## config.mk

```make
export PLATFORM = sky130hd
export DESIGN_NAME = bus_int_top
export DESIGN_NICKNAME = d
export VERILOG_FILES = /design/src/hw/bus_int_pkg.sv /design/src/hw/settings_regs.sv /design/src/hw/sfp_status_monitor.sv /design/src/hw/fault_flag_accum.sv /design/src/hw/readback_mux.sv /design/src/hw/bus_int_top.sv
export SDC_FILE = /design/constraint.sdc
export NUM_CORES = 1
export LEC_CHECK = 0
export ABC_CLOCK_PERIOD_IN_PS = 2700
export BUFFER_PORTS_ARGS = -buffer_cell sky130_fd_sc_hd__clkbuf_2
export CORE_UTILIZATION = 30
export DETAILED_ROUTE_END_ITERATION = 8
export SLEW_MARGIN = 40
export SYNTH_ARGS = -nofsm -noshare
export SYNTH_HDL_FRONTEND = slang
export SYNTH_SLANG_ARGS = --single-unit
```

## constraint.sdc

```tcl
create_clock -name clk -period 2.7 [get_ports clk]
set_clock_uncertainty 0.2 [all_clocks]
set_input_delay 0 -clock clk [delete_from_list [all_inputs] [get_ports clk]]
set_output_delay 0 -clock clk [all_outputs]
set_load 0.005 [all_outputs]
```

## src/hw/bus_int_pkg.sv

```systemverilog
/*
 * Board bus housekeeping package
 * Shared widths, register map encodings and bus structures
 */
package bus_int_pkg;

   // --------------------
   // Bus and field widths
   // --------------------
   localparam int SET_AWIDTH   = 8;
   localparam int SET_DWIDTH   = 32;
   localparam int NUM_SFP      = 2;

   localparam int LED_W        = 8;
   localparam int SW_RST_W     = 4;
   localparam int CLK_CTRL_W   = 7;
   localparam int CLK_STATUS_W = 5;
   localparam int FIFO_FLAG_W  = 4;

   // Bit 6 turns the GPSDO on out of reset
   localparam logic [CLK_CTRL_W-1:0] CLK_CTRL_RESET = 7'b100_0000;

   // Compatibility number returned on readback
   localparam logic [15:0] COMPAT_MAJOR = 16'h0008;
   localparam logic [15:0] COMPAT_MINOR = 16'h0000;

   // --------------------
   // Register map
   // --------------------
   typedef enum logic [SET_AWIDTH-1:0] {
      SR_LEDS       = 8'd0,
      SR_SW_RST     = 8'd1,
      SR_CLOCK_CTRL = 8'd2,
      SR_SFPP_CTRL0 = 8'd8,
      SR_SFPP_CTRL1 = 8'd9,
      SR_FIFOFLAGS  = 8'd10
   } set_addr_e;

   typedef enum logic [SET_AWIDTH-1:0] {
      RB_COUNTER      = 8'd0,
      RB_CLK_STATUS   = 8'd3,
      RB_COMPAT_NUM   = 8'd6,
      RB_SFPP_STATUS0 = 8'd8,
      RB_SFPP_STATUS1 = 8'd9,
      RB_FIFOFLAGS    = 8'd10
   } rb_addr_e;

   // --------------------
   // Bus structures
   // --------------------
   // Settings write, strobe only
   typedef struct packed {
      logic                  stb;
      logic [SET_AWIDTH-1:0] addr;
      logic [SET_DWIDTH-1:0] data;
   } set_bus_t;

   // Raw status pins of one SFP+ cage
   typedef struct packed {
      logic mod_abs;
      logic tx_fault;
      logic rx_los;
   } sfp_pins_t;

   // Changed bits sit above the synchronized pin levels
   typedef struct packed {
      sfp_pins_t changed;
      sfp_pins_t current;
   } sfp_status_t;

endpackage

```

## src/hw/settings_regs.sv

```systemverilog
/*
 * Settings register bank
 * Decodes settings writes into LED, soft reset, clock and SFP+ control
 */
`timescale 1ns/1ns

module settings_regs (
   input  logic                                           clk,
   input  logic                                           reset,
   input  bus_int_pkg::set_bus_t                          i_set,
   output logic [bus_int_pkg::LED_W-1:0]                  o_leds,
   output logic [bus_int_pkg::SW_RST_W-1:0]               o_sw_rst,
   output logic [bus_int_pkg::CLK_CTRL_W-1:0]             o_clock_control,
   output logic [bus_int_pkg::NUM_SFP-1:0][1:0]           o_sfpp_rs_drive_low,
   output logic                                           o_fifo_clear
);

   import bus_int_pkg::*;

   // Address seen as a register map entry
   // Unmapped values fall through to the default branch
   set_addr_e set_addr;

   assign set_addr = set_addr_e'(i_set.addr);

   // --------------------
   // Register bank
   // --------------------
   // Soft reset bits
   //   [0] PHY reset
   //   [1] radio clock domain reset
   //   [2] radio clock PLL reset
   //   [3] spare
   //
   // SFP+ rate select bits per cage
   //   [0] pull RS0 low
   //   [1] pull RS1 low
   always_ff @(posedge clk) begin
      if (reset) begin
         o_leds              <= '0;
         o_sw_rst            <= '0;
         o_clock_control     <= CLK_CTRL_RESET;
         o_sfpp_rs_drive_low <= '0;
         o_fifo_clear        <= 1'b0;
      end else begin
         // Clear request lasts one cycle
         o_fifo_clear <= 1'b0;

         if (i_set.stb) begin
            case (set_addr)
               SR_LEDS: begin
                  o_leds <= i_set.data[LED_W-1:0];
               end
               SR_SW_RST: begin
                  o_sw_rst <= i_set.data[SW_RST_W-1:0];
               end
               SR_CLOCK_CTRL: begin
                  o_clock_control <= i_set.data[CLK_CTRL_W-1:0];
               end
               SR_SFPP_CTRL0: begin
                  o_sfpp_rs_drive_low[0] <= i_set.data[1:0];
               end
               SR_SFPP_CTRL1: begin
                  o_sfpp_rs_drive_low[1] <= i_set.data[1:0];
               end
               // Data is ignored here
               SR_FIFOFLAGS: begin
                  o_fifo_clear <= 1'b1;
               end
               default: begin
               end
            endcase
         end
      end
   end

endmodule

```

## src/hw/sfp_status_monitor.sv

```systemverilog
/*
 * SFP+ cage status monitor
 * Synchronizes the cage pins and latches any change until cleared
 */
`timescale 1ns/1ns

module sfp_status_monitor (
   input  logic                     clk,
   input  logic                     reset,
   input  bus_int_pkg::sfp_pins_t   i_pins,
   input  logic                     i_clear,
   output bus_int_pkg::sfp_status_t o_status
);

   import bus_int_pkg::*;

   // Two flop synchronizer on the raw pins
   sfp_pins_t pins_meta;
   sfp_pins_t pins_sync;
   // Sticky record of pins that moved
   sfp_pins_t changed;

   // Raw pins into the clk domain
   always_ff @(posedge clk) begin
      pins_meta <= i_pins;
      pins_sync <= pins_meta;
   end

   // --------------------
   // Change latch
   // --------------------
   // A bit sets when the stages disagree
   // Clear from the readback side wins
   always_ff @(posedge clk) begin
      if (reset) begin
         changed <= '0;
      end else if (i_clear) begin
         changed <= '0;
      end else begin
         changed <= changed | (pins_meta ^ pins_sync);
      end
   end

   assign o_status.changed = changed;
   assign o_status.current = pins_sync;

endmodule

```

## src/hw/fault_flag_accum.sv

```systemverilog
/*
 * FIFO fault record
 * Keeps every active-low fault flag seen until cleared
 */
`timescale 1ns/1ns

module fault_flag_accum (
   input  logic                                clk,
   input  logic                                reset,
   input  logic [bus_int_pkg::FIFO_FLAG_W-1:0] i_fifo_flags_n,
   input  logic                                i_clear,
   output logic [bus_int_pkg::FIFO_FLAG_W-1:0] o_flags
);

   import bus_int_pkg::*;

   // Flags asserted this cycle
   logic [FIFO_FLAG_W-1:0] flags_active;

   assign flags_active = ~i_fifo_flags_n;

   // Short FIFO glitches stay visible to a later read
   // Clear wins over a new flag in the same cycle
   always_ff @(posedge clk) begin
      if (reset) begin
         o_flags <= '0;
      end else if (i_clear) begin
         o_flags <= '0;
      end else begin
         o_flags <= o_flags | flags_active;
      end
   end

endmodule

```

## src/hw/readback_mux.sv

```systemverilog
/*
 * Readback port
 * Cycle counter, address decode and registered read data
 */
`timescale 1ns/1ns

module readback_mux (
   input  logic                                                 clk,
   input  logic                                                 reset,
   input  logic                                                 i_rb_stb,
   input  logic [bus_int_pkg::SET_AWIDTH-1:0]                   i_rb_addr,
   input  logic [bus_int_pkg::CLK_STATUS_W-1:0]                 i_clock_status,
   input  bus_int_pkg::sfp_status_t [bus_int_pkg::NUM_SFP-1:0]  i_sfp_status,
   input  logic [bus_int_pkg::FIFO_FLAG_W-1:0]                  i_fifo_flags,
   output logic                                                 o_rb_valid,
   output logic [bus_int_pkg::SET_DWIDTH-1:0]                   o_rb_data,
   output logic [bus_int_pkg::NUM_SFP-1:0]                      o_sfp_clear
);

   import bus_int_pkg::*;

   logic [SET_DWIDTH-1:0] counter;
   logic [SET_DWIDTH-1:0] rb_word;
   rb_addr_e              rb_addr;

   assign rb_addr = rb_addr_e'(i_rb_addr);

   // Free running cycle count
   always_ff @(posedge clk) begin
      if (reset) begin
         counter <= '0;
      end else begin
         counter <= counter + 1'b1;
      end
   end

   // --------------------
   // Address decode
   // --------------------
   // Narrow fields are zero extended
   always_comb begin
      case (rb_addr)
         RB_COUNTER:      rb_word = counter;
         RB_CLK_STATUS:   rb_word = SET_DWIDTH'(i_clock_status);
         RB_COMPAT_NUM:   rb_word = {COMPAT_MAJOR, COMPAT_MINOR};
         RB_SFPP_STATUS0: rb_word = SET_DWIDTH'(i_sfp_status[0]);
         RB_SFPP_STATUS1: rb_word = SET_DWIDTH'(i_sfp_status[1]);
         RB_FIFOFLAGS:    rb_word = SET_DWIDTH'(i_fifo_flags);
         default:         rb_word = '0;
      endcase
   end

   // Status read clears that cage's changed bits
   // The monitor acts on it at the edge that captures the word,
   // so the returned word still holds the old changed bits
   always_comb begin
      for (int n = 0; n < NUM_SFP; n++) begin
         o_sfp_clear[n] = i_rb_stb &&
                          (i_rb_addr == SET_AWIDTH'(RB_SFPP_STATUS0 + n));
      end
   end

   // --------------------
   // Read data register
   // --------------------
   // One result per strobe, one cycle later
   always_ff @(posedge clk) begin
      if (reset) begin
         o_rb_valid <= 1'b0;
      end else begin
         o_rb_valid <= i_rb_stb;
      end
   end

   // Word holds until the next strobe
   always_ff @(posedge clk) begin
      if (i_rb_stb) begin
         o_rb_data <= rb_word;
      end
   end

endmodule

```

## src/hw/bus_int_top.sv

```systemverilog
/*
 * Board bus housekeeping top
 * Settings bank, SFP+ monitors, FIFO fault record and readback port
 */
`timescale 1ns/1ns

module bus_int_top (
   input  logic                                                clk,
   input  logic                                                reset,
   // Settings bus
   input  bus_int_pkg::set_bus_t                               i_set,
   // Readback bus
   input  logic                                                i_rb_stb,
   input  logic [bus_int_pkg::SET_AWIDTH-1:0]                  i_rb_addr,
   output logic                                                o_rb_valid,
   output logic [bus_int_pkg::SET_DWIDTH-1:0]                  o_rb_data,
   // Board status inputs
   input  logic [bus_int_pkg::CLK_STATUS_W-1:0]                i_clock_status,
   input  bus_int_pkg::sfp_pins_t [bus_int_pkg::NUM_SFP-1:0]   i_sfp_pins,
   input  logic [bus_int_pkg::FIFO_FLAG_W-1:0]                 i_fifo_flags_n,
   // Control outputs
   output logic [bus_int_pkg::LED_W-1:0]                       o_leds,
   output logic [bus_int_pkg::SW_RST_W-1:0]                    o_sw_rst,
   output logic [bus_int_pkg::CLK_CTRL_W-1:0]                  o_clock_control,
   output logic [bus_int_pkg::NUM_SFP-1:0][1:0]                o_sfpp_rs_drive_low
);

   import bus_int_pkg::*;

   logic                             fifo_clear;
   logic [FIFO_FLAG_W-1:0]           fifo_flags;
   logic [NUM_SFP-1:0]               sfp_clear;
   sfp_status_t [NUM_SFP-1:0]        sfp_status;

   // --------------------
   // Settings side
   // --------------------
   settings_regs settings_regs_i (
      .clk                 (clk),
      .reset               (reset),
      .i_set               (i_set),
      .o_leds              (o_leds),
      .o_sw_rst            (o_sw_rst),
      .o_clock_control     (o_clock_control),
      .o_sfpp_rs_drive_low (o_sfpp_rs_drive_low),
      .o_fifo_clear        (fifo_clear)
   );

   // One monitor per cage
   for (genvar n = 0; n < NUM_SFP; n++) begin : g_sfp
      sfp_status_monitor sfp_status_monitor_i (
         .clk      (clk),
         .reset    (reset),
         .i_pins   (i_sfp_pins[n]),
         .i_clear  (sfp_clear[n]),
         .o_status (sfp_status[n])
      );
   end

   // Cleared by a settings write
   fault_flag_accum fault_flag_accum_i (
      .clk            (clk),
      .reset          (reset),
      .i_fifo_flags_n (i_fifo_flags_n),
      .i_clear        (fifo_clear),
      .o_flags        (fifo_flags)
   );

   // --------------------
   // Readback side
   // --------------------
   readback_mux readback_mux_i (
      .clk            (clk),
      .reset          (reset),
      .i_rb_stb       (i_rb_stb),
      .i_rb_addr      (i_rb_addr),
      .i_clock_status (i_clock_status),
      .i_sfp_status   (sfp_status),
      .i_fifo_flags   (fifo_flags),
      .o_rb_valid     (o_rb_valid),
      .o_rb_data      (o_rb_data),
      .o_sfp_clear    (sfp_clear)
   );

endmodule

```

## Yosys cells after proc, flatten, opt, wreduce, memory -nomap -nowiden

Cells that the tools add are included.

- $add $sub $neg: 1
- Multiply operators: 0
- Divide/modulo/power cells: 0
- Magnitude comparators: 0
- Eq/ne operators: 10
- Shifts and indexed selects: 0
- Muxes and demuxes: 2
- Bitwise logic cells: 7
- Reductions and logical operators: 13

Operator list:

| cell | count |
|---|---|
| 32-bit one-hot mux with 6 select lines | 1 |
| 8-bit by 4-bit == test with 1-bit output (second input constant) | 6 |
| 32-bit by 1-bit adder with 32-bit output (second input constant) | 1 |
| 8-bit by 2-bit == test with 1-bit output (second input constant) | 2 |
| 8-bit logical NOT | 2 |
| 2-bit AND reduction | 5 |
| 8-bit by 1-bit == test with 1-bit output (second input constant) | 1 |
| 8-bit by 3-bit == test with 1-bit output (second input constant) | 1 |
| 2-bit OR reduction | 4 |
| 3-bit OR | 2 |
| 3-bit bitwise XOR | 2 |
| 4-bit NOT | 1 |
| 4-bit OR | 1 |
| 1-bit logical AND | 2 |
| 1-bit two-way mux | 1 |
| 1-bit NOT | 1 |

- Flip-flop bits (word level): 111
- Latch bits: 0
- Memory bits (writable): 0
- Memory bits (read-only): 0
- Output and inout port bits: 56
- Word-level logic and storage cells: 61
- Memories kept: 0

## Depth between registers and ports, before layout

- Depth in word-level cells: 3
- Gate-level depth with buffers: 7
- Gate-level depth less buffers: 5

## Hierarchy

Synthesis repeated with hierarchy kept, for this count alone.

- Cell total of the unflattened synthesis: 410
- Area, all modules: 4529.3 um2

By module, submodules not included:

| module | instances | cells each | area each (um2) | sequential area each (um2) |
|---|---|---|---|---|
| readback_mux | 1 | 266 | 2892.8 | 1621.6 |
| settings_regs | 1 | 99 | 1032.2 | 480.5 |
| sfp_status_monitor | 2 | 16 | 232.7 | 180.2 |
| fault_flag_accum | 1 | 13 | 138.9 | 80.1 |

## Worst setup path before layout

No wires, ideal clock.

- Kind: flip-flop to flip-flop
- Start point: register readback_mux_i.counter[0]
- End point: register readback_mux_i.counter[22]
- Setup time: 70 ps
- Data arrival time: 1899 ps
- Slack: 530 ps
- Stages on the path, launching flop included: 8
- Clock period less this slack: 2170 ps
- Path through: dfxtp_1 ha_1 nand4_1 or4_1 buf_2 buf_2 or3_1 a21oi_1

- Longest elaborated chain between the ends: 1

Ends and longest elaborated chain:

| what | RTL line | text |
|---|---|---|
| start, declared | readback_mux.sv:22 | `logic [SET_DWIDTH-1:0] counter;` |
| start signal, assigned | readback_mux.sv:33 | `counter <= counter + 1'b1;` |
| 32-bit by 1-bit adder with 32-bit output | readback_mux.sv:33 |  |

No other way between the ends.
A chain may end at the register's enable or synchronous reset.

## Worst setup path in the final report

- Start point: register readback_mux_i.counter[0]
- End point: register readback_mux_i.counter[28]

The elaborated chain is that of the path after synthesis.

==> metrics <==
slowest stage delay, CP=0.70 ns; Post-synth EDFFs=32; Fmax=405 MHz; Synth warnings=0; crit path launch type=flip-flop; H-tree levels=3; worst-path cell chain=ha_1, nand4_1, or4_1, or4_1, a21oi_1; Placed Cells=673; asr flop ratio synth=0%; Arrival @ worst endpoint=2.54 ns; die area=15300 sq um; Post-synth top cells=dfxtp_1, nor2_1, edfxtp_1; Leakage=2.16 nW; Clock Path Buffers=2; Boundary Pins=123; Routed Antenna Nets=0; Slew headroom=49.8%; Netlist Area Pre-Place=4450 sq um; gr usage total=12.9%; Max-Cap Viols=0; mean post-synth cell area=10.9 sq um; total power=0.00328 W; worst hold path type=input port to flip-flop; most numerous cell in the Yosys netlist=dfxtp_1; Mapped Cells=407; Synth cell types=48; chip width=124 microns; via count=3418; status=complete, but fails checks; Layout area overhead=28.4%; Initial Utilization=30.7%; Pins Over Slew Limit=0; Root Driver=clkbuf_16; per-cell routed wire length=13.0 microns; CTS buffer count=9; post-synthesis compound-gate area fraction=9.60%; Pwr per Cell Area=574 nW/um^2; largest family of logic cells by synthesized area=simple AND/OR/NAND/NOR gates; IO Port Bufs=98; Placeable Area=14500 sq um; DRC viols=0; Post-Synth XOR/XNOR Area=3.35%; GP Congestion=0.770; adder-cell share of the synthesized area=0.281%; fin nets=598; first-pass GRT wire length=15100 microns; CTS resizes=0; grt total ovfl=0; Required @ worst endpoint=2.77 ns; CP Class=flip-flop to flip-flop; Max VDD drop=0.551 mV; height of the chip=124 microns; area leader, netlist=dfxtp_1; post-synthesis simple-gate area fraction=21.4%; Worst Path Max Fanout=18; Slew @ Worst Pin=0.753 ns; Detailed Place HPWL=6290 microns; CTS tree=built; largest net degree at the start of global routing=39; Final Hold Viols=1; Post-Syn Nets=475; DP Area=5110 sq um; sequential share of the synthesized area=57.2%; DRT iter0 DRCs=143; Post-Route WL=9350 microns; fin cells=719; 1st-pass router iterations=4; fin crit share=91.4%; mux cell area share after synthesis=5.21%; final setup fails=0; layout cells sized above 1=23.7%; most frequent CP cell=or4_1; # clock sinks=111; Synth top area share=35.6%; ANT cells=0; final instance area=5710 sq um; Area contributors post-synth=dfxtp_1, edfxtp_1, mux2i_1, and2_1, nor2_1; Critical-path top delay cell=or4_1; Worst Hold Slack=-0.00508 ns; Post-Route Setup TNS=0 ns; ys flop type=dfxtp_1; unrepaired setup endpoints after global routing=false; Yosys reg bits=111; # rows=44; clock transition at the registers of the reported paths=0.07 ns; failing checks=hold timing; min Tclk post-route=2.47 ns; initial antenna violation count=0; Worst setup EP type=flip-flop; Skew-Pair Late Insertion Delay=0.35 ns; number of global-route vias before repair=3283; vias per cell=4.75
==> critical path: cells and delay by family, from the launching register on <==
kind	cells	cell delay (ns)
flops	1	0.44
fa+ha+maj	1	0.24
simple gates	3	1.34
compound gates	1	0.17
==> routing by layer <==
layer	up-vias	wire (microns)	GRT usage, %
li1	1713	-	-
met1	1605	4180	14.3
met2	89	4530	22.6
met3	11	519	5.08
met4	0	127	3.77
met5	-	0	0
==> stage by stage <==
stage | hold WS [ns] | util (%) | worst slack, ns
after floorplan | -0.172 | - | 0.530
after global placement | -0.0949 | 35.3 | 0.340
after detailed placement | -0.0960 | 35.3 | 0.227
after CTS | 0.00968 | 39.4 | 0.219
after global routing | 0.0308 | 39.4 | 0.0636
final | -0.00508 | 39.4 | 0.232
==> cell families after synthesis <==
group	after synthesis
simple gates	156
flops	111
compound gates	68
buf+inv	31
mux	23
xor+xnor	17
fa+ha+maj	1
==> area by class of cell <==
cell class | instances | area [sq um]
clock buffers | 11 | 243
well taps | 184 | 230
repair buffers | 133 | 828
multi-input cells | 265 | 1770
fillers | 1426 | 8770
inverters | 10 | 37.5
clock inverters | 5 | 56.3
flip-flops and latches | 111 | 2540
==> placed cells by master (no fill, tap or decap), types with 2 or more instances in the layout <==
master,instances
buf_2,2
nand4b_1,6
and2_1,29
dlygate4sd3_1,30
a221o_1,3
nor2_1,37
a22o_1,5
nand2_1,14
dfxtp_1,79
nor3_1,5
and4_1,3
mux2i_1,22
o21a_1,6
a21oi_1,27
edfxtp_1,32
o31ai_1,10
or3_1,9
nand4_1,8
xnor2_1,8
nand3b_1,4
or4b_1,2
clkbuf_2,96
a31oi_1,2
xor2_1,9
o21ai_0,12
or4_1,12
clkbuf_16,9
buf_4,5
nor2b_1,4
nand3_1,10
nor4_4,3
inv_1,10
==> report_power, final <==
group	internal (W)	leakage [nW]	switching, W
sequential	0.00175	0.975	0.0000239
combinational	0.0000880	1.04	0.0000833
clock	0.000745	0.148	0.000583
total	0.00259	2.16	0.000690
==> registers in the layout, summed over array words and instances, names as in the netlist, 4 cells and up <==
name,cells
readback_mux_i.counter,32
readback_mux_i.o_rb_data,32
g_sfp.sfp_status_monitor_i.o_status,12
settings_regs_i.o_leds,8
settings_regs_i.o_clock_control,7
g_sfp.sfp_status_monitor_i.pins_meta,6
fault_flag_accum_i.o_flags,4
settings_regs_i.o_sfpp_rs_drive_low,4
settings_regs_i.o_sw_rst,4
==> path summary, 6_finish.rpt <==
kind | from | end | slack (ns) | cells after the start
max | readback_mux_i.counter[0] | readback_mux_i.counter[28] | 0.23 | 5
min | reset | readback_mux_i.counter[0] | -0.005 | 2
max reg2reg | readback_mux_i.counter[0] | readback_mux_i.counter[28] | 0.23 | 5
min reg2reg | g_sfp[1].sfp_status_monitor_i.pins_meta[1] | g_sfp[1].sfp_status_monitor_i.o_status[1] | 0.16 | 0
==> what timing repair did <==
action,CTS,global route
endpoints found under the hold margin,39,0
buffers inserted,0,0
hold buffers,30,0
No activity file was read; power rests on OpenSTA's default activity.
